<file path="src/common/dcache_macros.svh">
/*
 * L1 data cache geometry
 * Way and set counts, line size and the address field widths
 * shared by the data stage and its testbench.
 */

`ifndef DCACHE_MACROS_SVH
`define DCACHE_MACROS_SVH

`define DCACHE_WAYS 4
`define DCACHE_SETS 16
`define DCACHE_LINE_BYTES 16
`define DCACHE_LINE_WORDS 4

// Physical address split as tag | set | offset
`define DCACHE_OFFSET_WIDTH 4
`define DCACHE_SET_WIDTH 4
`define DCACHE_TAG_WIDTH 24

`define THREADS_PER_CORE 4

`endif
</file>
<file path="src/common/mem_op_pkg.sv">
/*
 * Memory operation encoding
 * Access sizes, the load/store operation word and the fault cause
 * reported toward writeback.
 */

package mem_op_pkg;

    typedef enum logic [1:0]
    {
        MEM_BYTE = 2'd0,
        MEM_HALF = 2'd1,
        MEM_WORD = 2'd2
    } mem_size_t;

    typedef struct packed
    {
        logic is_load;
        mem_size_t size;
    } mem_op_t;

    // Trap numbering follows the core's trap table
    typedef enum logic [3:0]
    {
        TT_RESET = 4'd0,
        TT_ILLEGAL_INSTRUCTION = 4'd1,
        TT_PRIVILEGED_OP = 4'd2,
        TT_INTERRUPT = 4'd3,
        TT_SYSCALL = 4'd4,
        TT_UNALIGNED_ACCESS = 4'd5
    } trap_type_t;

    typedef struct packed
    {
        logic valid;
        logic is_store;
        trap_type_t trap_type;
    } fault_cause_t;

endpackage

</file>
<file path="src/common/dcache_pkg.sv">
/*
 * L1 data cache types
 * Geometry types, the physical address views and the port structs
 * of the data stage.
 */

`include "dcache_macros.svh"

package dcache_pkg;

    typedef logic [$clog2(`DCACHE_WAYS)-1:0] way_idx_t;
    typedef logic [`DCACHE_SET_WIDTH-1:0] set_idx_t;
    typedef logic [`DCACHE_TAG_WIDTH-1:0] tag_t;
    typedef logic [`DCACHE_TAG_WIDTH+`DCACHE_SET_WIDTH-1:0] line_idx_t;
    typedef logic [`DCACHE_LINE_BYTES*8-1:0] line_data_t;
    typedef logic [`DCACHE_LINE_BYTES-1:0] line_mask_t;
    typedef logic [$clog2(`THREADS_PER_CORE)-1:0] thread_idx_t;

    // Same physical address, seen as a lookup key or as a line number
    typedef union packed
    {
        struct packed
        {
            tag_t tag;
            set_idx_t set_idx;
            logic [`DCACHE_OFFSET_WIDTH-1:0] offset;
        } lookup;
        struct packed
        {
            line_idx_t index;
            logic [`DCACHE_OFFSET_WIDTH-1:0] offset;
        } line;
    } dcache_addr_t;

    typedef struct packed
    {
        logic [`DCACHE_WAYS-1:0] valid;
        tag_t [`DCACHE_WAYS-1:0] tag;
    } tag_lookup_t;

    // L2 fill: data array write plus the matching tag write
    typedef struct packed
    {
        logic data_en;
        way_idx_t data_way;
        set_idx_t data_set;
        line_data_t data;
        logic tag_en;
        set_idx_t tag_set;
        tag_t tag;
    } fill_update_t;

    typedef struct packed
    {
        logic valid;
        mem_op_pkg::mem_op_t op;
        thread_idx_t thread;
        dcache_addr_t addr;
        logic [31:0] store_value;
    } dcache_req_t;

    typedef struct packed
    {
        logic en;
        line_mask_t mask;
        line_idx_t line;
        line_data_t data;
        thread_idx_t thread;
    } store_req_t;

    typedef struct packed
    {
        logic en;
        line_idx_t line;
        thread_idx_t thread;
    } miss_req_t;

    typedef struct packed
    {
        logic en;
        way_idx_t way;
    } lru_update_t;

    typedef struct packed
    {
        logic valid;
        thread_idx_t thread;
        logic rollback;
        logic suspend;
        logic fault;
        mem_op_pkg::fault_cause_t fault_cause;
    } stage_result_t;

endpackage

</file>
<file path="src/dcache/store_aligner.sv">
/*
 * Store aligner
 * Builds the byte enables and the big-endian line data for a scalar
 * store. Byte offset o of the line maps to mask bit LINE_BYTES-1-o.
 */

`timescale 1ns/10ps

`include "dcache_macros.svh"

module store_aligner(
    input mem_op_pkg::mem_op_t op,
    input logic [`DCACHE_OFFSET_WIDTH-1:0] offset,
    input logic [31:0] store_value,
    output dcache_pkg::line_mask_t mask,
    output dcache_pkg::line_data_t data);

    import mem_op_pkg::*;

    // Offset bits that must match for a byte to fall inside the access
    logic [`DCACHE_OFFSET_WIDTH-1:0] align_mask;

    always_comb
    begin
        case (op.size)
            MEM_HALF:
            begin
                align_mask = ~`DCACHE_OFFSET_WIDTH'(1);
                data = {(`DCACHE_LINE_WORDS * 2){store_value[15:0]}};
            end

            MEM_WORD:
            begin
                align_mask = ~`DCACHE_OFFSET_WIDTH'(3);
                data = {`DCACHE_LINE_WORDS{store_value}};
            end

            default:
            begin
                align_mask = '1;
                data = {`DCACHE_LINE_BYTES{store_value[7:0]}};
            end
        endcase
    end

    // Lowest address sits in the top byte of the line
    always_comb
    begin
        logic [`DCACHE_OFFSET_WIDTH-1:0] byte_offset;

        mask = '0;
        for (int o = 0; o < `DCACHE_LINE_BYTES; o++)
        begin
            byte_offset = `DCACHE_OFFSET_WIDTH'(o);
            if ((byte_offset & align_mask) == (offset & align_mask))
                mask[`DCACHE_LINE_BYTES - 1 - o] = 1'b1;
        end
    end

endmodule

</file>
<file path="config.mk">
export PLATFORM = sky130hd
export DESIGN_NAME = store_aligner
export DESIGN_NICKNAME = d
export VERILOG_FILES = /design/src/common/mem_op_pkg.sv /design/src/common/dcache_pkg.sv /design/src/dcache/store_aligner.sv
export VERILOG_INCLUDE_DIRS = /design/src /design/src/common
export SDC_FILE = /design/constraint.sdc
export NUM_CORES = 1
export LEC_CHECK = 0
export BUFFER_PORTS_ARGS = -buffer_cell sky130_fd_sc_hd__buf_4
export CORE_AREA = 2 2 70 72
export DETAILED_ROUTE_END_ITERATION = 6
export DIE_AREA = 0 0 72 74
export PLACE_DENSITY_LB_ADDON = 0.12
export SLEW_MARGIN = 0
export SYNTH_ARGS = -nofsm -noshare
export SYNTH_HDL_FRONTEND = slang
export SYNTH_SLANG_ARGS = --single-unit
</file>
<file path="constraint.sdc">
create_clock -name vclk -period 5.2
set_input_delay 1.04 -clock vclk [all_inputs]
set_output_delay 1.04 -clock vclk [all_outputs]
set_load 0.02 [all_outputs]
</file>
==> metrics.csv <==
stage,metric,value,unit
setup_path,CP Launch Type,input port,
global_route,largest net degree at the start of global routing,30,
setup_path,CP startpoint,op[0],
pwr,leakage power,1.08,nW
detailed_routing,DRC viols,0,
yosys,leading area contributor after synthesis,buf_4,
timing,worst relative slew slack,0.528,
floorplanning,Core ar.,0.00460,mm²
detailed_routing,met2 wire length,2140,µm
layout,FILL cells,493,
pwr,Max IR drop VDD,67.5,µV
setup_path,crit end category,output port,
floorplanning,FP Rows,25,
yosys,syn_nets,235,
layout,Nets,305,
timing,Worst-Margin Slew,0.708,ns
timing,post-route minimum period,3.84,ns
pwr,Internal,0.000154,W
detailed_routing,DR vias/cell,4.39,
layout,P&R area growth vs syn,45.1,%
setup_path,"Req. time, crit path",4.16,ns
layout,seq_cells,0,
floorplanning,Ports,183,
pwr,combinational fraction of design power,1.000,
detailed_routing,routed wl met3,465,µm
yosys,Netlist cell types,22,
detailed_routing,drt first-iter violations,34,
yosys,Avg Synthesized Cell Area,6.83,µm²
yosys,post-synthesis cell area,0.00132,mm²
yosys,post-synthesis sequential area ratio,0,
pwr,PD cells,195,mW/mm²
yosys,Yosys top cell area share,0.592,
timing,fmax,0.261,GHz
global_route,first-pass GRT wire length,5330,µm
pwr,sw frac,0.587,
setup_path,CP Class,in -> out,
clock_network,Post-CTS Resized,0,
global_route,all-layer global routing usage,0.121,
global_route,initial antenna violation count,0,
detailed_routing,via count,1383,
flow_run,Max Cap Viol,0,
floorplanning,Initial Util,0.287,
pwr,switching power,0.000219,W
pwr,clock share of power,0,
setup_path,CP Data Arrival Time,2.80,ns
floorplanning,total die area,0.00533,mm²
floorplanning,Die Span Y,74,µm
detailed_routing,"antenna viol nets, final",0,
layout,"non-filler cells, final",315,
global_route,vias in the first global route,1066,
timing,"Hold Violations, Final",0,
pwr,Power Total,0.000373,W
detailed_routing,M1 WL,1530,µm
timing,"Slew Viols, Final",0,
timing,final period utilization,0.738,
timing,setup_tns,0,ns
layout,diodes inserted,0,
yosys,Syn. warnings,0,
setup_path,crit path capture,mask[10],
detailed_routing,drt first pass iters,4,
global_route,GRT Residual Overflow,0,
timing,RSZ-0062 raised after global routing,no,
clock_network,hold buffer count at cts,0,
detailed_routing,Routed WL,4140,µm
detailed_routing,highest routed layer,met3,
detailed_routing,wire per inst,13.1,µm
run_status,outcome,completed,
placed_design,Port-buffer cells,182,
placed_design,gpl congestion,0.804,
layout,share of layout cells above drive strength 1,0.705,
min_path,hold crit path type,in -> out,
pwr,Flop pwr share,0,
setup_path,critical path peak fanout,29,
yosys,cells after synthesis,193,
yosys,ranking of synthesized cells by area,"buf_4, o21ai_0, a22o_1",
timing,# setup viols final,0,
clock_network,post-CTS setup buffers,0,
min_path,worst hold stages,2,
placed_design,Placed Instances,315,
placed_design,Detail Placement HPWL,3520,µm
layout,Sequential Area,0,µm²
layout,multi-input logic area,472,µm²
floorplanning,die width,72,µm
layout,clock buffer count,0,
kinds of logic (layout without fill, tap and decap cells):
kind of cell | count (synthesis) | in the layout | share of synthesized area
AO/OA/AOI/OAI | 41 | 41 | 0.196
adder cells (fa/ha/maj) | 3 | 3 | 0.0285
buffers and inverters | 116 | 184 | 0.642
AND/OR/NAND/NOR | 33 | 33 | 0.133
routing by layer:
layer	up-vias	GRT usage
met1	616	0.152
met4	0	0
met5	-	0
li1	678	-
met3	0	0.0163
met2	89	0.233
layout make-up:
| cell class | instances | area share |
|---|---|---|
| timing repair buffer | 182 | 0.714 |
| multi-input combinational | 77 | 0.247 |
| tap | 54 | 0.0353 |
| inverter | 2 | 0.00392 |
synthesized netlist by cell type:
| cell type | number |
|---|---|
| o21ai_1 | 1 |
| a22oi_1 | 8 |
| nor4_2 | 2 |
| ha_1 | 3 |
| buf_1 | 1 |
| nand2b_1 | 2 |
| and2b_1 | 1 |
| or2_1 | 1 |
| buf_2 | 5 |
| nor2b_1 | 2 |
| a22o_1 | 8 |
| nor3_1 | 10 |
| o21ai_0 | 23 |
| nand2_1 | 9 |
| o2bb2ai_1 | 1 |
| buf_6 | 2 |
| clkbuf_1 | 2 |
| buf_4 | 104 |
| nor2_1 | 4 |
| and2_1 | 1 |
| nor4_1 | 1 |
| inv_1 | 2 |
power by group through the flow:
stage / logic, W / clock network (W) / registers (W)
floorplan: 0.000292 / 0 / 0
global placement: 0.000376 / 0 / 0
detailed placement: 0.000375 / 0 / 0
CTS: 0.000376 / 0 / 0
global route: 0.000393 / 0 / 0
finish: 0.000373 / 0 / 0
critical path: stages:
cell,delay [ns]
buf_4,0.09
inv_1,0.05
ha_1,0.74
nor2b_1,0.56
nor3_1,0.13
buf_4,0.18
placed cells by master (no fill, tap or decap), drive strengths merged:
cell and instances:
nor2 4, nand2 9, nand2b 2, nor2b 2
a22oi 8, nor3 10, nor4 3, buf 182
and2 1, o21ai 24, inv 2, ha 3
o2bb2ai 1, and2b 1, or2 1, a22o 8
per-stage QoR:
stage | hold slack (ns) | area, µm² | setup WS (ns) | utilization
CTS | 2.33 | 1910 | 1.38 | 0.416
global route | 2.34 | 1910 | 1.18 | 0.416
global placement | 2.33 | 1910 | 1.34 | 0.416
detailed placement | 2.33 | 1910 | 1.38 | 0.416
finish | 2.33 | 1910 | 1.36 | 0.416
floorplan | 2.13 | 1320 | 1.53 | -
worst min path at each step:
stage | slack, ns | start | endpoint
2_1_floorplan | 2.13 | offset[3] | mask[12]
3_3_place_gp | 2.33 | store_value[6] | data[38]
3_5_place_dp | 2.33 | store_value[5] | data[69]
4_1_cts | 2.33 | store_value[5] | data[69]
5_1_grt | 2.34 | store_value[5] | data[69]
6_report | 2.33 | store_value[5] | data[69]
(Power assumes the default switching activity.)
