==> src/common/dcache_macros.svh <==
/*
 * L1 data cache geometry
 * Way and set counts, line size and the address field widths
 * shared by the data stage and its testbench.
 */

`ifndef DCACHE_MACROS_SVH
`define DCACHE_MACROS_SVH

`define DCACHE_WAYS 4
`define DCACHE_SETS 16
`define DCACHE_LINE_BYTES 16
`define DCACHE_LINE_WORDS 4

// Physical address split as tag | set | offset
`define DCACHE_OFFSET_WIDTH 4
`define DCACHE_SET_WIDTH 4
`define DCACHE_TAG_WIDTH 24

`define THREADS_PER_CORE 4

`endif
==> src/common/mem_op_pkg.sv <==
/*
 * Memory operation encoding
 * Access sizes, the load/store operation word and the fault cause
 * reported toward writeback.
 */

package mem_op_pkg;

    typedef enum logic [1:0]
    {
        MEM_BYTE = 2'd0,
        MEM_HALF = 2'd1,
        MEM_WORD = 2'd2
    } mem_size_t;

    typedef struct packed
    {
        logic is_load;
        mem_size_t size;
    } mem_op_t;

    // Trap numbering follows the core's trap table
    typedef enum logic [3:0]
    {
        TT_RESET = 4'd0,
        TT_ILLEGAL_INSTRUCTION = 4'd1,
        TT_PRIVILEGED_OP = 4'd2,
        TT_INTERRUPT = 4'd3,
        TT_SYSCALL = 4'd4,
        TT_UNALIGNED_ACCESS = 4'd5
    } trap_type_t;

    typedef struct packed
    {
        logic valid;
        logic is_store;
        trap_type_t trap_type;
    } fault_cause_t;

endpackage

==> src/common/dcache_pkg.sv <==
/*
 * L1 data cache types
 * Geometry types, the physical address views and the port structs
 * of the data stage.
 */

`include "dcache_macros.svh"

package dcache_pkg;

    typedef logic [$clog2(`DCACHE_WAYS)-1:0] way_idx_t;
    typedef logic [`DCACHE_SET_WIDTH-1:0] set_idx_t;
    typedef logic [`DCACHE_TAG_WIDTH-1:0] tag_t;
    typedef logic [`DCACHE_TAG_WIDTH+`DCACHE_SET_WIDTH-1:0] line_idx_t;
    typedef logic [`DCACHE_LINE_BYTES*8-1:0] line_data_t;
    typedef logic [`DCACHE_LINE_BYTES-1:0] line_mask_t;
    typedef logic [$clog2(`THREADS_PER_CORE)-1:0] thread_idx_t;

    // Same physical address, seen as a lookup key or as a line number
    typedef union packed
    {
        struct packed
        {
            tag_t tag;
            set_idx_t set_idx;
            logic [`DCACHE_OFFSET_WIDTH-1:0] offset;
        } lookup;
        struct packed
        {
            line_idx_t index;
            logic [`DCACHE_OFFSET_WIDTH-1:0] offset;
        } line;
    } dcache_addr_t;

    typedef struct packed
    {
        logic [`DCACHE_WAYS-1:0] valid;
        tag_t [`DCACHE_WAYS-1:0] tag;
    } tag_lookup_t;

    // L2 fill: data array write plus the matching tag write
    typedef struct packed
    {
        logic data_en;
        way_idx_t data_way;
        set_idx_t data_set;
        line_data_t data;
        logic tag_en;
        set_idx_t tag_set;
        tag_t tag;
    } fill_update_t;

    typedef struct packed
    {
        logic valid;
        mem_op_pkg::mem_op_t op;
        thread_idx_t thread;
        dcache_addr_t addr;
        logic [31:0] store_value;
    } dcache_req_t;

    typedef struct packed
    {
        logic en;
        line_mask_t mask;
        line_idx_t line;
        line_data_t data;
        thread_idx_t thread;
    } store_req_t;

    typedef struct packed
    {
        logic en;
        line_idx_t line;
        thread_idx_t thread;
    } miss_req_t;

    typedef struct packed
    {
        logic en;
        way_idx_t way;
    } lru_update_t;

    typedef struct packed
    {
        logic valid;
        thread_idx_t thread;
        logic rollback;
        logic suspend;
        logic fault;
        mem_op_pkg::fault_cause_t fault_cause;
    } stage_result_t;

endpackage

==> src/dcache/way_hit_check.sv <==
/*
 * Way hit check
 * Compares the address tag with each valid way, encodes the hit way
 * and flags a miss on a line whose tag is being filled this cycle.
 */

`timescale 1ns/10ps

`include "dcache_macros.svh"

module way_hit_check(
    input dcache_pkg::dcache_addr_t addr,
    input dcache_pkg::tag_lookup_t tags,
    input dcache_pkg::fill_update_t fill,
    output logic way_hit,
    output dcache_pkg::way_idx_t hit_way,
    output logic near_miss);

    import dcache_pkg::*;

    logic [`DCACHE_WAYS-1:0] hit_oh;

    always_comb
    begin
        for (int way = 0; way < `DCACHE_WAYS; way++)
            hit_oh[way] = tags.valid[way] && tags.tag[way] == addr.lookup.tag;
    end

    // A line lives in at most one way, so a plain OR encoder is enough
    always_comb
    begin
        hit_way = '0;
        for (int way = 0; way < `DCACHE_WAYS; way++)
        begin
            if (hit_oh[way])
                hit_way = hit_way | way_idx_t'(way);
        end
    end

    assign way_hit = |hit_oh;

    // Tag arrives too late for this lookup; the thread must retry
    assign near_miss = !way_hit
        && fill.tag_en
        && fill.tag_set == addr.lookup.set_idx
        && fill.tag == addr.lookup.tag;

endmodule

==> config.mk <==
export PLATFORM = sky130hd
export DESIGN_NAME = way_hit_check
export DESIGN_NICKNAME = d
export VERILOG_FILES = /design/src/common/mem_op_pkg.sv /design/src/common/dcache_pkg.sv /design/src/dcache/way_hit_check.sv
export VERILOG_INCLUDE_DIRS = /design/src /design/src/common
export SDC_FILE = /design/constraint.sdc
export NUM_CORES = 1
export LEC_CHECK = 0
export BUFFER_PORTS_ARGS = -buffer_cell sky130_fd_sc_hd__buf_2
export CAP_MARGIN = 5
export CORE_AREA = 2 2 115 117
export DETAILED_ROUTE_END_ITERATION = 10
export DIE_AREA = 0 0 117 119
export PLACE_DENSITY = 0.54
export SYNTH_ARGS = -nofsm -noshare
export SYNTH_HDL_FRONTEND = slang
export SYNTH_SLANG_ARGS = --single-unit
==> constraint.sdc <==
create_clock -name vclk -period 2.4
set_input_delay 0.36 -clock vclk [all_inputs]
set_output_delay 0.36 -clock vclk [all_outputs]
set_load 0.03 [all_outputs]
==> flow_results.org, run 1 <==
** Finish
- Number of sequential cells in the layout :: 0
- Final #Nets :: 660
- Sequential Area :: 0 µm²
- Area added between synthesis and finish :: 78.7%
- Antenna Cells :: 0
- Layout cells sized above 1 :: 0.561
- After filler insertion, the fill cell instance count of the layout stands at 1482.
- Util after Layout :: 0.219
- Clock buffer instance count of the final layout :: 0

** Worst setup path
- Worst setup path class :: primary input to output pin
- The worst setup path is launched from a primary input.
- Count of buffer and inverter cells on the critical path :: 4
- Slowest cell on the critical path :: nor4_4
- Biggest cell delay along the critical path :: about 0.37 ns
- Critical path, cell by cell :: buf_2 -> buf_4 -> xnor2_1 -> nand4_1 -> nor4_4 -> buf_4 -> nand4_1 -> nor4bb_2 -> buf_4
- Among cell families on the critical path, the largest total delay comes from simple AND/OR/NAND/NOR gates.
- Max Fanout on Critical Path :: 4
- The worst setup path is captured at an output pin.
- Among the stages of the critical path, the cell type that occurs most often is buf_4.
- At the worst endpoint, the required time is 2.04 ns.
- Data arrival time of the critical path :: 2.03 ns

** Synthesis
- Number of library cell types mapped by synthesis :: 17
- The share of the Yosys chip area taken by registers is 0.
- Cell Area, Synth :: roughly 1600 µm²
- Synthesis produced a netlist whose cell count is 199.
- After synthesis, the mean cell area works out to 7.92 µm².
- Synthesis Warnings :: 0
- Net Count, Synth :: 495

** Timing
- Fmax :: ~420 MHz
- Final setup vio count :: 0
- Headroom to the max-slew limit :: 0.766
- The hold violation count in the final report is 0.
- Unrepaired setup endpoints after global routing :: yes
- Part of the cycle the worst path needs :: 0.995
- The clock period could shrink to 2.39 ns.
- Across all hold checks on the routed design, the worst slack comes to roughly 1.3 ns.
- Total count of max-transition violations in the final report :: 0
- Tightest Pin Transition :: about 0.35 ns

** Placement
- In this run the tool buffered the top-level ports with about 160 buffer cells.
- RD Place Congestion :: 0.735
- Estimated wirelength of the detail-placed design :: 7.79 mm

** Global routing
- Entering global routing, the biggest net connects 6 pins.
- Wire length of the first global-routing pass :: 11.5 mm
- Vias in the first global route :: 1881
- Across every metal layer, demand over resource in global routing totals 0.116.
- The initial antenna violation count came to 0.
- After global routing the overflow that remains totals 0.

** Pwr
- The worst-case IR drop observed on VDD is 0.0000478 V.
- Power density over the cells :: between 150 and 200 nW/µm²
- Leakage power :: 1.30 nW

** Floorplanning
- Row Count :: between 40 and 50
- For this configuration, the core starts out at a cell density of 0.122.
- IO Pins :: 300
- Chip height :: roughly 120 µm
- The die covers ~14000 µm².
- The die is 117 µm wide.
- The total area inside the core boundary comes to 12900 µm².

** Route
- Detailed-route via count :: between 1.5k and 2k
- Number of search-and-repair iterations in the first detailed-routing pass :: 4
- Final WL :: 8.59 mm
- In this run, the number of DRC markers left after iteration 0 of detailed routing was 36.
- Post-detailed-route wirelength per cell :: approximately 16 µm
- Drt drc :: 0
- The detail route stage leaves a number of antenna-violating nets equal to 0.
- Average vias per placed instance :: 3.57

** Flow run
- Max-cap violations in this run came to 0.

** Worst hold path
- HP Class :: primary input to output pin

** Clocking
- Post-cts hold buffer count :: 0

** Outcome
- The flow ran to the end, and the final reports show no timing, DRC or antenna violations.
## final timing paths
path	from	to	slack, ns	cells after the start
max	addr[26]	near_miss	0.01	9
min	fill[7]	near_miss	1.31	7
## routing by layer
layer,track usage,part of all wire,routed length [µm]
met1,0.164,0.48,4140
met2,0.202,0.44,3800
met3,0.0107,0.072,621
met4,0.00294,0.0026,22
met5,0,0,0
## through the flow
| stage | worst slack [ns] | instances | area, µm² | TNS (ns) | total power, mW |
|---|---|---|---|---|---|
| 4_1_cts | 0.00167 | 536 | 2740 | 0 | 0.472 |
| 3_3_place_gp | -0.299 | 538 | 2660 | -0.879 | 0.454 |
| 5_1_grt | -0.0855 | 538 | 2820 | -0.104 | 0.518 |
| 2_1_floorplan | 0.0933 | 199 | 1580 | 0 | 0.237 |
| 3_5_place_dp | -0.347 | 538 | 2660 | -1.02 | 0.457 |
| 6_report | 0.0123 | 538 | 2820 | 0 | 0.471 |
## layout make-up
class | instances | area [µm²] | share of cell area
Timing Repair Buffer | 187 | 1080 | 0.385
Multi-Input combinational cell | 175 | 1510 | 0.537
Tap cell | 176 | 220 | 0.0782
## synth_stat cells
cell type | n | area [µm²]
xnor2_2 | 4 | 65.1
buf_2 | 9 | 45.0
buf_6 | 7 | 78.8
xnor2_1 | 65 | 569
nand3_1 | 2 | 10.0
nand4_1 | 19 | 119
o22ai_1 | 1 | 6.26
clkbuf_1 | 7 | 26.3
xor2_1 | 55 | 482
buf_4 | 1 | 7.51
o21ai_0 | 1 | 5.00
nor3_1 | 4 | 20.0
nor4bb_1 | 1 | 10.0
nand2_1 | 6 | 22.5
or4_1 | 2 | 15.0
nor4_1 | 14 | 87.6
nand3b_1 | 1 | 7.51
## report_power, final
part	switching [mW]	internal [mW]
registers	0	0
clock network	0	0
logic	0.212	0.259
total	0.212	0.259
## layout by cell type, fill, tap and decap left out, types with 3 or more instances in the layout
master | synthesis | layout
nand4_1 | 19 | 19
nor3_1 | 4 | 4
clkbuf_4 | 0 | 3
nand2_1 | 6 | 6
buf_4 | 1 | 26
xor2_1 | 55 | 55
buf_6 | 7 | 4
xnor2_1 | 65 | 60
xnor2_2 | 4 | 9
buf_2 | 9 | 150
nor4_1 | 14 | 11
## logic make-up after synthesis
kind of cell / Yosys count / share of synthesized area
xor gates and xnor gates: 124 / 0.708
and+or+nand+nor: 49 / 0.185
buffers and inverters: 24 / 0.100
AOI/OAI and AO/OA: 2 / 0.00714
## timing repair
item / in CTS / in global routing
pin swaps: 12 / 6
cloned: 0 / 0
buffers inserted: 0 / 2
endpoints found under the setup margin: 4 / 4
resized for setup: 18 / 17
Note: power is estimated with default switching activity, not from simulation.
==> inputs of run 2 (changes only) <==
==> constraint.sdc (replaced) <==
create_clock -name vclk -period 2.4
set_input_delay 0.12 -clock vclk [all_inputs]
set_output_delay 0.12 -clock vclk [all_outputs]
set_load 0.05 [all_outputs]
==> run 2 against run 1 <==
Net effect:
- die area unchanged
- critical path depth down 2
- maximum frequency up 12%
- critical path type unchanged
- highest routed layer is now met5
==> flow_results.org, run 2 (same netlist as run 1, synthesis figures left out) <==
** Outcome
- Run status :: finished, final reports clean

** Timing
- Unrepaired setup endpoints after global routing :: no
- Headroom to the max-slew limit :: 0.734 (-0.0320)
- Post-route setup TNS :: 0 ns (unchanged)
- Final count of hold timing violations :: 0 (unchanged)
- Final setup vio count :: 0 (unchanged)
- The final period utilization is 0.889 (-0.106).
- Tightest Pin Transition :: 0.395 ns (+0.0475 ns)
- The minimum clock period after layout came to 2.13 ns (-0.254 ns).
- The maximum clock frequency was 469 MHz (+12%).
- Worst slack on hold paths :: 0.851 ns (-0.463 ns)
- The count of final max-slew check failures is 0 (unchanged).

** Finish
- The total area of sequential cells is 0 µm² (unchanged).
- Area added between synthesis and finish :: 59.8%
- The non-filler instance count after layout was 519 (-3.5%).
- The library cell used most frequently in the layout, excluding fill and tap cells, is buf_2.
- The ratio of cells with drive above 1 in the final layout is 0.504 (-0.0564).
- Final #Nets :: 641 (-2.9%)
- Util after Layout :: 0.196 (-0.0231)
- Leaving out fill and tap cells, the most frequent cells in the layout are buf_2 (160), xnor2_1 (65), xor2_1 (55), nand4_1 (19), nor4_1 (14).
- The clock buffer instance count of the final layout is 0 (unchanged).
- The number of antenna diodes came to 0 (unchanged).
- The total number of sequential cells was 0 (unchanged).

** Floorplanning
- Placeable Area :: 12900 µm² (unchanged)
- Die Span X :: 117 µm (unchanged)
- Starting density of the core :: 0.122 (unchanged)
- The die area is 13900 µm² (unchanged).
- Chip height :: 119 µm (unchanged)
- IO Pins :: 300 (unchanged)
- Row Count :: 42 (unchanged)

** Placement
- The placer congestion estimate is 0.737 (+0.31%).
- The number of buffer cells added on primary ports is 161 (unchanged).
- The half-perimeter wire length of the detailed placement result came to 7.51 mm (-3.6%).
- Placed Cells incl. Taps :: 519 (-3.5%)

** Clocking
- Post-cts hold buffer count :: 0 (unchanged)
- The post-CTS repair timing setup buffer count is 0 (unchanged).
- Number of instances resized during post-cts repair :: 0 (-18)

** Global routing
- Pin count of the biggest net entering global routing :: 6 (unchanged)
- GR Util All Layers :: 0.115 (-0.00128)
- GR Overflow Total :: 0 (unchanged)
- The via count of the first global-routing pass was 1855 (-1.4%).
- Wire length of the first global-routing pass :: 11.4 mm (-0.12%)
- The initial antenna violation count was 1 (+1).

** Worst setup path
- Critical path, cell by cell :: buf_2 -> xnor2_1 -> nand4_1 -> or4_1 -> o22ai_1 -> nand3b_1 -> buf_2
- STA classifies the critical path startpoint as a primary input.
- The setup path with the least slack is of type primary input to output pin.
- Data arrival time of the critical path :: 2.01 ns (-0.02 ns)
- Most numerous cell on the critical path :: buf_2
- Biggest cell delay along the critical path :: 0.65 ns (+0.28 ns)
- Max Fanout on Critical Path :: 2 (-2)
- For this design, the slowest cell found on the critical path is or4_1.
- Required arrival time at the worst endpoint :: 2.28 ns (+0.24 ns)
- Type of element capturing the critical path :: output pin

** Flow run
- Number of max-cap violations :: 0 (unchanged)

** Route
- Average vias per placed instance :: 3.56 (-0.49%)
- The aggregate routed wire length was 8.43 mm (-1.9%).
- The count of TritonRoute iterations in the first routing pass was 4 (unchanged).
- The residual antenna-violating net count after detailed routing is 0 (unchanged).
- DR iter-0 viols :: 43 (+19%)
- The remaining routing DRC violations was 0 (unchanged).
- Detailed-route via count :: 1846 (-4.0%)
- Post-detailed-route wirelength per cell :: 16.2 µm (+1.7%)

** Worst hold path
- In this run the worst hold path is classified as primary input to output pin.
- The worst hold path begins at fill[7].
- Number of cells traversed by the worst hold path :: 7 (unchanged)
- Destination of the worst hold path :: near_miss

** Pwr
- The relative contribution of sequential cells to total power came to 0 (unchanged).
- The switching share of power came to 0.471 (+0.0207).
- Peak ir drop on the vdd network :: 0.0000517 V (+8.1%)
- The switching power of the nets was 0.197 mW (-7.4%).
- The total leakage power is 1.13 nW (-13%).
- Design internal power :: 0.220 mW (-15%)
- Power density over the cells :: 166 nW/µm² (-1.0%)
- The fraction of power consumed by the clock network is 0 (unchanged).
- Combinational group share of total power :: 1.000 (about the same)
run 2: changes by cell type in the layout (fill, tap and decap cells not counted), moves of 3 or more:
cell | before | now
buf_2 | 150 | 160
buf_4 | 26 | 7
buf_6 | 4 | 0
clkbuf_4 | 3 | 0
nor4_1 | 11 | 14
xnor2_1 | 60 | 65
xnor2_2 | 9 | 4
run 2: worst max-delay path by stage:
stage,from,to,slack (ns),cells after the start
5_1_grt,addr[30],way_hit,0.07,7
2_1_floorplan,addr[30],hit_way[1],0.17,5
6_report,addr[30],way_hit,0.27,7
4_1_cts,addr[30],way_hit,0.16,7
3_3_place_gp,addr[30],way_hit,0.15,7
3_5_place_dp,addr[30],way_hit,0.18,7
run 2: layout make-up:
type / count / area (µm²)
tap: 176 / 220
timing repair buffer: 168 / 873
multi-input combinational: 175 / 1430
fill: 1488 / 10400
run 2: power groups by stage:
stage | Sequential, mW | Clock (mW) | Combinational (mW)
3_3_place_gp | 0 | 0 | 0.424
5_1_grt | 0 | 0 | 0.464
2_1_floorplan | 0 | 0 | 0.237
6_report | 0 | 0 | 0.417
4_1_cts | 0 | 0 | 0.429
3_5_place_dp | 0 | 0 | 0.426
run 2: layer usage:
layer	up-vias	share of wire	GRT usage
li1	943	-	-
met1	794	0.48	0.163
met3	2	0.071	0.0137
met4	2	0	0.000735
met5	-	0.0015	0
met2	105	0.45	0.197
run 2: metrics by stage:
stage | power, mW | area [µm²] | worst slack [ns]
global placement | 0.424 | 2520 | 0.150
global route | 0.464 | 2520 | 0.0677
detailed placement | 0.426 | 2520 | 0.178
floorplan | 0.237 | 1580 | 0.166
CTS | 0.429 | 2520 | 0.157
finish | 0.417 | 2520 | 0.266
run 2: worst max-delay path: cells and delay by family:
family,cells,cell delay (ns)
buf+inv,2,0.39
simple gates,3,1.01
xor+xnor,1,0.24
compound gates,1,0.24
==> inputs of run 3 (changes only) <==
Settings changed: CELL_PAD_IN_SITES_DETAIL_PLACEMENT set to 1, CELL_PAD_IN_SITES_GLOBAL_PLACEMENT set to 1, GPL_TIMING_DRIVEN set to 0, PLACE_DENSITY 0.54 to unset, PLACE_DENSITY_LB_ADDON set to 0.08.
==> run 3 against run 2 <==
Net effect:
- first-iteration DRC count fell by 16%
- final cell count fell by 1.3%
- sequential share of layout area did not move
- global-route usage rose by 0.27 points
- total power rose by 0.49%
- combinational power barely moved
- core utilization fell by 0.13 points
==> flow_results.org, run 3 (same netlist as run 1, synthesis figures left out) <==
** Worst setup path
- The critical path goes through buf_6 -> xnor2_1 -> nand4_1 -> or4_1 -> o22ai_1 -> nand3b_1 -> buf_2.
- The count of buffer and inverter cells on the critical path came to 2 (unchanged).
- Cell family with the largest share of critical-path delay :: simple AND/OR/NAND/NOR gates
- Worst setup path class :: primary input to output pin
- STA classifies the critical path startpoint as a primary input.
- The worst setup path is captured at an output pin.
- Logic depth of the worst setup path including buffers :: 7 (unchanged)
- The maximum fanout along the worst path is 5 (+3).
- Required arrival time at the worst endpoint :: 2.28 ns (about the same)
- The largest incremental delay on the critical path came to 0.62 ns (-0.03 ns).
- The slowest stage of the critical path belongs to the cell or4_1.
- Data arrival time of the critical path :: 2.05 ns (+0.04 ns)

** Finish
- Most common library cell in the layout ignoring fill and taps :: buf_2
- Finished layout cell area :: 2500 µm² (-0.65%)
- The area growth from synthesis to layout is 58.7%.
- Clock buffer instance count of the final layout :: 0 (unchanged)
- Sequential Area :: 0 µm² (unchanged)
- Antenna Cells :: 0 (unchanged)
- Footprint of the multi-input gates :: 1440 µm² (+0.88%)
- The ratio of cells with drive above 1 in the final layout was 0.482 (-0.0222).
- Util after Layout :: 0.194 (-0.00126)
- The number of filler cells placed in the layout was 1593 (+7.1%).
- Leading cell types in the layout, fill and taps excluded :: buf_2 (146), xnor2_1 (65), xor2_1 (55), nand4_1 (19), nor4_1 (12)
- The number of nets in the final layout was 634 (-1.1%).
- Number of sequential cells in the layout :: 0 (unchanged)

** Timing
- The final total negative setup slack came to 0 ns (unchanged).
- Final count of hold timing violations :: 0 (unchanged)
- The final-report setup violation count was 0 (unchanged).
- The minimum clock period after layout was 2.17 ns (+0.0319 ns).
- The maximum clock frequency came to 462 MHz (-1.5%).
- The worst slew margin relative to its limit came to 0.643 (-0.0919).
- The transition at the pin with the smallest max-transition slack was 0.536 ns (+0.141 ns).
- Unrepaired setup endpoints after global routing :: no
- The count of final max-slew check failures is 0 (unchanged).
- Part of the cycle the worst path needs :: 0.902 (+0.0133)

** Pwr
- Power density over the cells :: 167 nW/µm² (+1.1%)
- The total leakage power came to 1.09 nW (-3.5%).
- Peak ir drop on the vdd network :: 0.0000501 V (-3.2%)
- The final total power came to 0.419 mW (+0.49%).

** Route
- The residual antenna-violating net count after detailed routing is 0 (unchanged).
- The aggregate routed wire length was 8.63 mm (+2.4%).
- The mean number of vias per cell came to 3.53 (-0.66%).
- The number of design-rule violations left by the first detailed-router iteration is 36 (-16%).
- Post-detailed-route wirelength per cell :: 16.9 µm (+3.8%)
- The count of TritonRoute iterations in the first routing pass came to 6 (+2).
- The remaining routing DRC violations came to 0 (unchanged).
- Detailed-route via count :: 1809 (-2.0%)

** Placement
- Estimated wirelength of the detail-placed design :: 7.87 mm (+4.7%)
- The placer congestion estimate came to 0.717 (-2.6%).
- The instance area at placement is 2490 µm² (-1.2%).
- Port buffer count :: 137 (-15%)

** Floorplanning
- Die Span X :: 117 µm (unchanged)
- The die area came to 13900 µm² (unchanged).
- Placeable Area :: 12900 µm² (unchanged)
- Starting density of the core :: 0.122 (unchanged)
- The die outline height is 119 µm (unchanged).
- Row Count :: 42 (unchanged)
- The boundary pin count came to 300 (unchanged).

** Global routing
- Pin count of the biggest net entering global routing :: 6 (unchanged)
- The initial antenna violation count came to 0 (-1).
- The via count of the first global-routing pass was 1975 (+6.5%).
- The first-pass GRT wire length came to 11.9 mm (+4.2%).
- The total congestion overflow after global routing came to 0 (unchanged).
- The total global routing track utilization came to 0.118 (+0.00271).

** Flow run
- The max-capacitance violation count is 0 (unchanged).

** Worst hold path
- The cell depth of the worst min-delay path is 6 (-1).
- The worst hold path belongs to the class primary input to output pin.

** Outcome
- Run status :: finished, final reports clean

** Clocking
- The post-CTS repair timing setup buffer count is 0 (unchanged).
==> run 3: cell types whose count changed in the layout (fill, tap and decap cells not counted), sizes merged <==
cell | previous run | this run
buf | 168 | 154
clkbuf | 0 | 7
==> run 3: final timing paths <==
path / start / end / slack (ns)
setup / recovery: addr[11] / way_hit / 0.23
hold / removal: fill[28] / near_miss / 0.85
==> run 3: per-stage QoR <==
stage | instances | hold WS [ns] | setup WS, ns
after CTS | 512 | 0.863 | 0.102
final | 512 | 0.845 | 0.235
after floorplan | 199 | 0.506 | 0.166
after global placement | 512 | 0.880 | -0.207
after detailed placement | 512 | 0.881 | -0.205
after global routing | 512 | 0.881 | 0.106
==> run 3: metal layers <==
metal | vias up | GRT usage | part of all wire
li1 | 929 | - | -
met1 | 771 | 0.166 | 0.48
met2 | 109 | 0.189 | 0.42
met3 | 0 | 0.0351 | 0.10
met4 | 0 | 0 | 0
met5 | - | 0 | 0
==> run 3: layout make-up <==
type / count / share of cell area
buffer: 24 / 0.0635
tap: 176 / 0.0880
multi-input combinational: 175 / 0.575
timing repair buffer: 137 / 0.274
==> run 3: repair_timing <==
action / 4_1_cts / 5_1_grt
resized for setup: 2 / 1
hold buffers: 0 / 0
setup endpoints to repair: 1 / 4
pin swaps: 0 / 0
==> run 3: power by group <==
part           switching [mW]  internal, mW
Sequential                  0             0
Clock                       0             0
Combinational           0.195         0.224
Total                   0.195         0.224
