### config.mk
export PLATFORM = sky130hd
export DESIGN_NAME = access_control
export DESIGN_NICKNAME = d
export VERILOG_FILES = /design/src/common/mem_op_pkg.sv /design/src/common/dcache_pkg.sv /design/src/dcache/access_control.sv
export VERILOG_INCLUDE_DIRS = /design/src /design/src/common
export SDC_FILE = /design/constraint.sdc
export NUM_CORES = 1
export LEC_CHECK = 0
export BUFFER_PORTS_ARGS = -buffer_cell sky130_fd_sc_hd__clkbuf_2
export CORE_AREA = 2 2 173 175
export CTS_BUF_LIST = sky130_fd_sc_hd__clkbuf_16
export DETAILED_ROUTE_END_ITERATION = 16
export DIE_AREA = 0 0 175 177
export GPL_TIMING_DRIVEN = 0
export SLEW_MARGIN = 10
export SYNTH_ARGS = -nofsm -noshare
export SYNTH_HDL_FRONTEND = slang
export SYNTH_SLANG_ARGS = --single-unit
### constraint.sdc
create_clock -name clk -period 2.6 [get_ports clk]
set_input_delay 0.52 -clock clk [delete_from_list [all_inputs] [get_ports clk]]
set_output_delay 0.52 -clock clk [all_outputs]
set_load 0.01 [all_outputs]
### src/common/dcache_macros.svh
/*
 * L1 data cache geometry
 * Way and set counts, line size and the address field widths
 * shared by the data stage and its testbench.
 */

`ifndef DCACHE_MACROS_SVH
`define DCACHE_MACROS_SVH

`define DCACHE_WAYS 4
`define DCACHE_SETS 16
`define DCACHE_LINE_BYTES 16
`define DCACHE_LINE_WORDS 4

// Physical address split as tag | set | offset
`define DCACHE_OFFSET_WIDTH 4
`define DCACHE_SET_WIDTH 4
`define DCACHE_TAG_WIDTH 24

`define THREADS_PER_CORE 4

`endif
### src/common/mem_op_pkg.sv
/*
 * Memory operation encoding
 * Access sizes, the load/store operation word and the fault cause
 * reported toward writeback.
 */

package mem_op_pkg;

    typedef enum logic [1:0]
    {
        MEM_BYTE = 2'd0,
        MEM_HALF = 2'd1,
        MEM_WORD = 2'd2
    } mem_size_t;

    typedef struct packed
    {
        logic is_load;
        mem_size_t size;
    } mem_op_t;

    // Trap numbering follows the core's trap table
    typedef enum logic [3:0]
    {
        TT_RESET = 4'd0,
        TT_ILLEGAL_INSTRUCTION = 4'd1,
        TT_PRIVILEGED_OP = 4'd2,
        TT_INTERRUPT = 4'd3,
        TT_SYSCALL = 4'd4,
        TT_UNALIGNED_ACCESS = 4'd5
    } trap_type_t;

    typedef struct packed
    {
        logic valid;
        logic is_store;
        trap_type_t trap_type;
    } fault_cause_t;

endpackage

### src/common/dcache_pkg.sv
/*
 * L1 data cache types
 * Geometry types, the physical address views and the port structs
 * of the data stage.
 */

`include "dcache_macros.svh"

package dcache_pkg;

    typedef logic [$clog2(`DCACHE_WAYS)-1:0] way_idx_t;
    typedef logic [`DCACHE_SET_WIDTH-1:0] set_idx_t;
    typedef logic [`DCACHE_TAG_WIDTH-1:0] tag_t;
    typedef logic [`DCACHE_TAG_WIDTH+`DCACHE_SET_WIDTH-1:0] line_idx_t;
    typedef logic [`DCACHE_LINE_BYTES*8-1:0] line_data_t;
    typedef logic [`DCACHE_LINE_BYTES-1:0] line_mask_t;
    typedef logic [$clog2(`THREADS_PER_CORE)-1:0] thread_idx_t;

    // Same physical address, seen as a lookup key or as a line number
    typedef union packed
    {
        struct packed
        {
            tag_t tag;
            set_idx_t set_idx;
            logic [`DCACHE_OFFSET_WIDTH-1:0] offset;
        } lookup;
        struct packed
        {
            line_idx_t index;
            logic [`DCACHE_OFFSET_WIDTH-1:0] offset;
        } line;
    } dcache_addr_t;

    typedef struct packed
    {
        logic [`DCACHE_WAYS-1:0] valid;
        tag_t [`DCACHE_WAYS-1:0] tag;
    } tag_lookup_t;

    // L2 fill: data array write plus the matching tag write
    typedef struct packed
    {
        logic data_en;
        way_idx_t data_way;
        set_idx_t data_set;
        line_data_t data;
        logic tag_en;
        set_idx_t tag_set;
        tag_t tag;
    } fill_update_t;

    typedef struct packed
    {
        logic valid;
        mem_op_pkg::mem_op_t op;
        thread_idx_t thread;
        dcache_addr_t addr;
        logic [31:0] store_value;
    } dcache_req_t;

    typedef struct packed
    {
        logic en;
        line_mask_t mask;
        line_idx_t line;
        line_data_t data;
        thread_idx_t thread;
    } store_req_t;

    typedef struct packed
    {
        logic en;
        line_idx_t line;
        thread_idx_t thread;
    } miss_req_t;

    typedef struct packed
    {
        logic en;
        way_idx_t way;
    } lru_update_t;

    typedef struct packed
    {
        logic valid;
        thread_idx_t thread;
        logic rollback;
        logic suspend;
        logic fault;
        mem_op_pkg::fault_cause_t fault_cause;
    } stage_result_t;

endpackage

### src/dcache/access_control.sv
/*
 * Data stage access control
 * Decodes the request, checks alignment, drives the store, miss and
 * LRU requests and registers the result toward writeback.
 */

`timescale 1ns/10ps

module access_control(
    input logic clk,
    input logic reset,
    input dcache_pkg::dcache_req_t req,
    input logic way_hit,
    input dcache_pkg::way_idx_t hit_way,
    input logic near_miss,
    input dcache_pkg::line_mask_t store_mask,
    input dcache_pkg::line_data_t store_data,
    output logic read_en,
    output dcache_pkg::store_req_t store,
    output dcache_pkg::miss_req_t miss,
    output dcache_pkg::lru_update_t lru,
    output dcache_pkg::stage_result_t result);

    import dcache_pkg::*;
    import mem_op_pkg::*;

    logic load_en;
    logic store_en;
    logic unaligned;
    logic valid_q;
    logic rollback_q;
    logic suspend_q;
    logic fault_q;
    thread_idx_t thread_q;
    fault_cause_t fault_cause_q;

    assign load_en = req.valid && req.op.is_load;
    assign store_en = req.valid && !req.op.is_load;

    always_comb
    begin
        case (req.op.size)
            MEM_HALF: unaligned = req.addr.lookup.offset[0];
            MEM_WORD: unaligned = |req.addr.lookup.offset[1:0];
            default: unaligned = 1'b0;
        endcase
    end

    assign read_en = load_en && way_hit;

    // Stores go out whether or not the line is present
    assign store.en = store_en && !unaligned;
    assign store.mask = store.en ? store_mask : '0;
    assign store.line = req.addr.line.index;
    assign store.data = store_data;
    assign store.thread = req.thread;

    assign miss.en = load_en && !unaligned && !way_hit && !near_miss;
    assign miss.line = req.addr.line.index;
    assign miss.thread = req.thread;

    assign lru.en = (load_en || store_en) && way_hit && !unaligned;
    assign lru.way = hit_way;

    always_ff @(posedge clk, posedge reset)
    begin
        if (reset)
        begin
            valid_q <= 1'b0;
            rollback_q <= 1'b0;
            suspend_q <= 1'b0;
            fault_q <= 1'b0;
        end
        else
        begin
            valid_q <= req.valid;
            // A near miss rolls back but leaves the thread running
            rollback_q <= load_en && !way_hit;
            suspend_q <= miss.en;
            fault_q <= req.valid && unaligned;
        end
    end

    always_ff @(posedge clk)
    begin
        thread_q <= req.thread;
        fault_cause_q <= '{valid: 1'b1, is_store: !req.op.is_load,
            trap_type: TT_UNALIGNED_ACCESS};
    end

    always_comb
    begin
        result.valid = valid_q;
        result.thread = thread_q;
        result.rollback = rollback_q;
        result.suspend = suspend_q;
        result.fault = fault_q;
        result.fault_cause = fault_cause_q;
    end

endmodule

==> results.md, run 1 <==
- Cell taking the most area after synthesis: buf_4
- Syn. warnings: 0
- Mapped Area: 2190 um2
- Vias per cell: ~2.6
- Clk buf depth: 2
- Sequential share of the synthesized area: 0.0732
- H-tree levels: 1
- Syn_area_per_cell: between 8 and 9 um2
- Startpoint Class: primary input
- Placer Congestion: ~0.84
- Fin area: 3990 um2
- Placed instance area: 3910 um2
- Sw frac: 0.317
- Share of the synthesized area in the top cell type: 0.686
- Final worst path period share: 0.920
- Die height: ~180 um
- CP max-delay cell: a211oi_1
- RSZ-0062 raised after global routing: false
- Slowest stage delay, CP: 0.36 ns
- Worst Setup SP: req[66]
- CTS-repair resized insts: 0
- Status: completed
- Die width: about 180 um
- I/O pin total: 442
- Synth-to-Final Area Change: 82.3%
- Largest net degree at the start of global routing: 11
- Pins Over Slew Limit: 0
- Critical Path End Type: output port
- Final Hold Fails: 0
- Clk root buf: clkbuf_16
- Max cap viols: 0
- Core ar.: 29,200 um2
- # port buffers: ~240
- WL per Instance: 10.2 um
- Sequential Power Share: 0.120
- Clk pwr share: 0.266
- Std-Cell Rows: 63
- CTS tree: yes
- Cts bufs inserted: 3
- Critical Path Fanout Max: 10
- Initial Util: 0.0748
- Highest Clock Rate: 0.418 GHz
- EDFF count, synth: 0
- Gate power share: 0.614
- Setup Total Neg Slack: 0 ns
- Final setup violation count: 0
- Drt first pass iters: 4
- CTS clock-pin slew for the worst setup and hold paths: approximately 0.04 ns
- Fill count: 3,335
- Kind of critical path: primary input to output port
- Worst Hold Class: primary input to asynchronous set/reset pin
- Fin nets: 744
- Cell family with most CP delay: buffers and inverters
- Post-route ant nets: 0
- DPL Wire Length: slightly below 9000 um
- CTS Hold Bufs: 0
- Vias in the first global route: 2,154
- Worst path buffer plus inverter count: 4
- Synth unique cells: 22
- GR Overflow Total: 0
- Arrival @ worst endpoint: roughly 1.9 ns
- Synth top cells by count: 200 x buf_4, 16 x nand3b_1, 10 x a211oi_2
- Yosys reg bits: 7
- Layout cell share with drive strength beyond 1: 0.898
- Most used cell, CP: clkbuf_2
- Final wirelength: around 9300 um
- Main synth FF type: dfrtp_1
- Fin crit period: 2.39 ns
- Top-count cell post-synth: buf_4
- Die ar.: 31,000 um2
- Via count: 2,367
- PD cells: 240 nW/um2
- Overall global routing resource usage: 0.0513
- Multi-input gate area: 440 um2
- Clock sinks: 7
- Initial antenna violation count: 1
- P_sw: 0.303 mW
- CP cell instances: clkbuf_2 > inv_1 > ha_1 > and3b_1 > buf_6 > a211oi_1 > clkbuf_2
- Global-route wire length before repair: 12,200 um
- Drt drc: 0
- Drt first-iter violations: 42
- Syn Inst Count: 270
- Leakage: between 2 and 2.5 nW
- FFs w/ async S/R, synth: 0.571
- Critical Path RT: ~2.1 ns
- Pint: roughly 0.65 mW
- Peak supply drop: 0.133 mV
- Storage cell area: 160 um2
- Synth area leaders: buf_4 69%, a211oi_2 5.7%, nand3b_1 5.5%
- Post-CTS Setup Bufs: 0
## layer usage
metal | routed length, um | global-route usage | vias to the layer above
li1 | - | - | 1159
met1 | 2840 | 0.0481 | 993
met2 | 4940 | 0.100 | 209
met3 | 1410 | 0.0234 | 6
met4 | 141 | 0.0135 | 0
met5 | 0 | 0 | -
## cells in the final DEF (no fill, tap or decap), drive strengths merged
| cell | synthesis | final |
|---|---|---|
| a211oi | 19 | 19 |
| nand3b | 16 | 16 |
| or2 | 1 | 1 |
| and3 | 1 | 1 |
| nand2 | 2 | 2 |
| dfrtp | 4 | 4 |
| diode | 0 | 1 |
| o21ai | 1 | 1 |
| inv | 5 | 6 |
| nor3 | 1 | 1 |
| and3b | 1 | 1 |
| nor2b | 1 | 1 |
| nand4bb | 1 | 1 |
| clkbuf | 0 | 247 |
| dfxtp | 3 | 3 |
| a2111oi | 1 | 1 |
| ha | 2 | 2 |
| conb | 2 | 5 |
| buf | 209 | 209 |
## flip-flops by register name, summed over array words and instances (netlist names)
| signal | flops |
|---|---|
| valid_q | 1 |
| fault_q | 1 |
| result | 1 |
| rollback_q | 1 |
| suspend_q | 1 |
| thread_q | 2 |
## logic make-up after synthesis
kind of cell,count (synthesis),share of synthesized area
compound gates,21,0.103
flops,7,0.0732
fa+ha+maj,2,0.0114
other cells,2,0.00343
buf+inv,214,0.731
simple gates,24,0.0783
## final timing paths
kind                       depth (start not counted)  slack, ns     endpoint
min                                                2       0.16    suspend_q
max                                                7       0.21     miss[30]
max in group asynchronous                          2       2.29      valid_q
min in group clk                                   1       0.43  thread_q[0]
## through the flow
stage               total power [mW]  hold slack (ns)  cells  setup WS, ns   util
finish                         0.956            0.155    912         0.208  0.136
global route                    1.02            0.173    912        0.0981  0.136
CTS                            0.971            0.157    911         0.193  0.136
detailed placement             0.710            0.395    907         0.193  0.134
global placement               0.708            0.398    907         0.234  0.134
floorplan                      0.499            0.286    273         0.534      -
## power by group through the flow
| stage | clock network (mW) | logic, mW | registers [mW] |
|---|---|---|---|
| floorplan | 0 | 0.381 | 0.118 |
| global placement | 0 | 0.592 | 0.116 |
| detailed placement | 0 | 0.594 | 0.117 |
| CTS | 0.260 | 0.596 | 0.115 |
| global route | 0.269 | 0.635 | 0.116 |
| finish | 0.254 | 0.587 | 0.115 |
## area by class of cell
| class | count | area share |
|---|---|---|
| Timing Repair Buffer | 244 | 0.306 |
| Antenna cell | 1 | 0.000627 |
| Sequential cell | 7 | 0.0401 |
| Clock buffer | 3 | 0.0188 |
| Multi-Input combinational cell | 52 | 0.110 |
| Tap cell | 390 | 0.122 |
| Clock inverter | 1 | 0.000941 |
| Buffer | 209 | 0.396 |
| Inverter | 5 | 0.00470 |
(Power assumes the default switching activity.)
==> run 2: changes to the inputs <==
--- a/config.mk
+++ b/config.mk
@@ -12,6 +12,7 @@
 export DETAILED_ROUTE_END_ITERATION = 16
 export DIE_AREA = 0 0 175 177
 export GPL_TIMING_DRIVEN = 0
+export PLACE_DENSITY = 0.41
 export SLEW_MARGIN = 10
 export SYNTH_ARGS = -nofsm -noshare
 export SYNTH_HDL_FRONTEND = slang
==> results.md, run 2 (same netlist as run 1, synthesis figures left out) <==
- Cell family with most CP delay: buffers and inverters (unchanged)
- CTS Hold Bufs: 0 (unchanged)
- DPL Wire Length: 8620 um (was 8870 um)
- Critical Path RT: 2.08 ns (about the same)
- # port buffers: 244 (unchanged)
- Hold slack: 0.148 ns (was 0.155 ns)
- Flip-flop count of the largest register after layout: 2 (unchanged)
- Clk root buf: clkbuf_16 (unchanged)
- Final Hold Fails: 0 (unchanged)
- RSZ-0062 raised after global routing: false (unchanged)
- Kind of critical path: primary input to output port (unchanged)
- Drt first pass iters: 2 (was 4)
- DP Worst Slack: 0.195 ns (was 0.193 ns)
- PD cells: 241 nW/um2 (was 240 nW/um2)
- CTS clock-pin slew for the worst setup and hold paths: 0.04 ns (about the same)
- Worst path buffer plus inverter count: 5 (was 4)
- Drt first-iter violations: 23 (was 42)
- Fin area: 3990 um2 (about the same)
- Core ar.: 29,200 um2 (unchanged)
- CTS-repair resized insts: 0 (unchanged)
- Synth-to-Final Area Change: 82.2% (was 82.3%)
- Slowest stage delay, CP: 0.30 ns (was 0.36 ns)
- Final wirelength: 9250 um (was 9330 um)
- Critical Path End Type: output port (unchanged)
- Placer Congestion: 0.825 (was 0.841)
- Commonest non-fill, non-tap cell in the layout: clkbuf_2 (unchanged)
- Drt drc: 0 (unchanged)
- Ant. Diodes: 0 (was 1)
- Worst Setup SP: req[66] (unchanged)
- Critical Path Fanout Max: 10 (unchanged)
- Via count: 2,395 (was 2,367)
- Leakage: 2.31 nW (about the same)
- Clock sinks: 7 (unchanged)
- Final worst path period share: 0.916 (was 0.920)
- Vias in the first global route: 2,160 (was 2,154)
- Die height: 177 um (unchanged)
- Post-CTS Setup Bufs: 0 (unchanged)
- Clk buf depth: 2 (unchanged)
- Initial antenna violation count: 0 (was 1)
- Die width: 175 um (unchanged)
- Post-route ant nets: 0 (unchanged)
- Die ar.: 31,000 um2 (unchanged)
- Biggest register: thread_q (unchanged)
- Most frequent cells in the layout: 244 x clkbuf_2, 200 x buf_4, 16 x nand3b_1, 10 x a211oi_2, 9 x a211oi_1 (unchanged)
- Pins Over Slew Limit: 0 (unchanged)
- Arrival @ worst endpoint: 1.86 ns (was 1.87 ns)
- Final setup violation count: 0 (unchanged)
- Layout cell share with drive strength beyond 1: 0.898 (unchanged)
- Highest Clock Rate: 0.420 GHz (was 0.418 GHz)
- Setup Total Neg Slack: 0 ns (unchanged)
- CP max-delay cell: ha_1 (was a211oi_1)
- Placed instance area: 3910 um2 (unchanged)
- Cts bufs inserted: 3 (unchanged)
- Fin crit period: 2.38 ns (was 2.39 ns)
- Global-route wire length before repair: 12,300 um (was 12,200 um)
- Overall global routing resource usage: 0.0512 (was 0.0513)
- CP cell instances: clkbuf_2 > inv_1 > ha_1 > and3b_1 > buf_6 > buf_6 > a211oi_2 > clkbuf_2 (was clkbuf_2 > inv_1 > ha_1 > and3b_1 > buf_6 > a211oi_1 > clkbuf_2)
- WL per Instance: 10.2 um (about the same)
- Std-Cell Rows: 63 (unchanged)
- Largest net degree at the start of global routing: 11 (unchanged)
- Peak supply drop: 0.163 mV (was 0.133 mV)
- I/O pin total: 442 (unchanged)
- Fin nets: 744 (unchanged)
- Initial Util: 0.0748 (unchanged)
- GR Overflow Total: 0 (unchanged)
- H-tree levels: 1 (unchanged)
- Core Util, Final: 0.136 (about the same)
- Max cap viols: 0 (unchanged)
- CTS tree: yes (unchanged)
- Final setup margin: 0.219 ns (was 0.208 ns)
- Worst Hold Class: primary input to asynchronous set/reset pin (unchanged)
- Status: completed (unchanged)
- Vias per cell: 2.63 (was 2.60)
- Startpoint Class: primary input (unchanged)
## run 2: cell types whose count changed in the layout (fill, tap and decap cells not counted)
cell / before / now
diode_2: 1 / 0
## run 2: layout make-up
class	instances	area [um2]
flip-flops and latches	7	160
multi-input cells	52	440
inverters	5	18.8
fillers	3339	25300
clock buffers	3	75.1
plain buffers	209	1580
well taps	390	488
clock inverters	1	3.75
repair buffers	244	1220
## run 2: final timing paths
check                              end  slack, ns  cells after the start
min                          suspend_q       0.15                      2
max                         store[172]       0.22                      8
max in group asynchronous   rollback_q       2.30                      2
min in group clk           thread_q[0]       0.42                      1
## run 2: report_power, final
part | leakage (nW) | switching (mW) | internal, mW | total [mW]
Clock | 0.0423 | 0.0565 | 0.200 | 0.256
Combinational | 2.19 | 0.249 | 0.340 | 0.589
Sequential | 0.0779 | 0.00125 | 0.114 | 0.115
## run 2: metal layers
layer  up-vias  global-route usage  routed length, um
met5         -                   0                  0
met4         0             0.00729                 31
met3         4              0.0172               1140
met2       207               0.100               4910
met1      1026              0.0538               3160
li1       1158                   -                  -
## run 2: stage by stage
| step | total power [mW] | cells |
|---|---|---|
| after CTS | 0.978 | 911 |
| after global placement | 0.715 | 907 |
| after detailed placement | 0.714 | 907 |
| final | 0.960 | 911 |
| after global routing | 1.02 | 911 |
| after floorplan | 0.499 | 273 |
==> run 3: changes to the inputs <==
--- a/config.mk
+++ b/config.mk
@@ -6,9 +6,9 @@
 export SDC_FILE = /design/constraint.sdc
 export NUM_CORES = 1
 export LEC_CHECK = 0
-export BUFFER_PORTS_ARGS = -buffer_cell sky130_fd_sc_hd__clkbuf_2
+export BUFFER_PORTS_ARGS = -buffer_cell sky130_fd_sc_hd__buf_2
 export CORE_AREA = 2 2 173 175
-export CTS_BUF_LIST = sky130_fd_sc_hd__clkbuf_16
+export CTS_BUF_LIST = sky130_fd_sc_hd__clkbuf_8
 export DETAILED_ROUTE_END_ITERATION = 16
 export DIE_AREA = 0 0 175 177
 export GPL_TIMING_DRIVEN = 0
==> results.md, run 3 (same netlist as run 1, synthesis figures left out) <==
- DP Worst Slack: 0.207 ns (was 0.195 ns)
- Setup Total Neg Slack: 0 ns (unchanged)
- Post-CTS Setup Bufs: 0 (unchanged)
- Layout cell share with drive strength beyond 1: 0.898 (unchanged)
- Die height: 177 um (unchanged)
- Critical Path Fanout Max: 10 (unchanged)
- RSZ-0062 raised after global routing: false (unchanged)
- Startpoint Class: primary input (unchanged)
- Storage cell area: 160 um2 (unchanged)
- PD cells: 213 nW/um2 (was 241 nW/um2)
- Largest net degree at the start of global routing: 11 (unchanged)
- GRT met2 Usage: 0.0977 (was 0.100)
- Critical Path End Type: output port (unchanged)
- Die width: 175 um (unchanged)
- Drt drc: 0 (unchanged)
- Post-Place Cells: 907 (unchanged)
- Flip-flop count of the largest register after layout: 2 (unchanged)
- Critical Path RT: 2.08 ns (about the same)
- Initial antenna violation count: 0 (unchanged)
- Multi-input gate area: 440 um2 (unchanged)
- Final worst path period share: 0.905 (was 0.916)
- Final Hold Fails: 0 (unchanged)
- CTS Hold Bufs: 0 (unchanged)
- Cts bufs inserted: 3 (unchanged)
- CTS clock-pin slew for the worst setup and hold paths: 0.04 ns (about the same)
- Worst Hold Class: primary input to asynchronous set/reset pin (unchanged)
- H-tree levels: 1 (unchanged)
- DPL Wire Length: 8590 um (was 8620 um)
- Ant. Diodes: 0 (unchanged)
- Vias in the first global route: 2,152 (was 2,160)
- Drt first-iter violations: 28 (was 23)
- Highest Clock Rate: 0.425 GHz (was 0.420 GHz)
- Std-Cell Rows: 63 (unchanged)
- Final setup margin: 0.248 ns (was 0.219 ns)
- Via count: 2,375 (was 2,395)
- I/O pin total: 442 (unchanged)
- GR Overflow Total: 0 (unchanged)
- Commonest non-fill, non-tap cell in the layout: buf_2 (was clkbuf_2)
- Post-route ant nets: 0 (unchanged)
- Global-route wire length before repair: 12,200 um (was 12,300 um)
- Clk buf depth: 2 (unchanged)
- Pins Over Slew Limit: 0 (unchanged)
- CTS tree: yes (unchanged)
- Arrival @ worst endpoint: 1.83 ns (was 1.86 ns)
- Synth-to-Final Area Change: 80.7% (was 82.2%)
- Most Crowded Layer GR: met2 (unchanged)
- Layout Cells excl Fill: 911 (unchanged)
- Drt first pass iters: 4 (was 2)
- Leakage: 2.26 nW (was 2.31 nW)
- Status: completed (unchanged)
- CTS-repair resized insts: 0 (unchanged)
- # port buffers: 244 (unchanged)
- Placer Congestion: 0.833 (was 0.825)
- Met1 Track Usage GR: 0.0538 (about the same)
- Kind of critical path: primary input to output port (unchanged)
- Fin crit period: 2.35 ns (was 2.38 ns)
- Fin nets: 744 (unchanged)
- Clock sinks: 7 (unchanged)
- Max cap viols: 0 (unchanged)
- Vias per cell: 2.61 (was 2.63)
- Peak supply drop: 0.0877 mV (was 0.163 mV)
- Final setup violation count: 0 (unchanged)
- M3 GR Usage: 0.0174 (was 0.0172)
- Final wirelength: 9190 um (was 9250 um)
- Die ar.: 31,000 um2 (unchanged)
- Fill count: 3,331 (was 3,339)
- Core ar.: 29,200 um2 (unchanged)
- Clk root buf: clkbuf_8 (was clkbuf_16)
- WL per Instance: 10.1 um (was 10.2 um)
- Most frequent cells in the layout: 249 x buf_2, 200 x buf_4, 16 x nand3b_1, 10 x a211oi_2, 9 x a211oi_1 (was 244 x clkbuf_2, 200 x buf_4, 16 x nand3b_1, 10 x a211oi_2, 9 x a211oi_1)
- Biggest register: thread_q (unchanged)
- Fin area: 3950 um2 (was 3990 um2)
- Initial Util: 0.0748 (unchanged)
- Overall global routing resource usage: 0.0503 (was 0.0512)
- Placed instance area: 3910 um2 (unchanged)
run 3: changes by cell type in the layout (fill, tap and decap cells not counted):
cell and change:
clkbuf_16 -3, clkbuf_8 +3, clkbuf_2 -244, buf_2 +244
run 3: where the power goes:
part | switching, mW | total, mW | internal, mW
logic | 0.242 | 0.583 | 0.341
registers | 0.00104 | 0.115 | 0.114
clock network | 0.0426 | 0.144 | 0.102
run 3: through the flow:
stage / hold WS (ns) / utilization / power [mW]
after floorplan: 0.286 / - / 0.499
after global placement: 0.412 / 0.134 / 0.711
after detailed placement: 0.416 / 0.134 / 0.708
after CTS: 0.179 / 0.135 / 0.859
after global routing: 0.189 / 0.135 / 0.904
final: 0.179 / 0.135 / 0.842
run 3: layout make-up:
cell class / count / share of cell area
clock inverter: 1 / 0.000949
buffer: 209 / 0.400
sequential: 7 / 0.0405
tap: 390 / 0.123
multi-input combinational: 52 / 0.111
clock buffer: 3 / 0.0104
timing repair buffer: 244 / 0.309
inverter: 5 / 0.00475
run 3: path summary, 6_finish.rpt:
check                      slack [ns]  cells past startpoint     endpoint    start
setup / recovery                 0.25                      8   store[166]  req[66]
hold / removal                   0.18                      2      fault_q    reset
max in group asynchronous        2.27                      2    suspend_q    reset
min in group clk                 0.43                      1  thread_q[0]  req[64]
run 3: layer usage:
| layer | vias up | routed length (um) |
|---|---|---|
| met4 | 0 | 15 |
| met1 | 1006 | 3130 |
| met5 | - | 0 |
| met2 | 208 | 4850 |
| met3 | 2 | 1200 |
| li1 | 1159 | - |
run 3: critical path, stage by stage:
cell and delay, ns:
buf_2 0.09, inv_1 0.04, ha_1 0.30, and3b_1 0.19
buf_6 0.15, buf_6 0.15, a211oi_2 0.20, buf_2 0.18
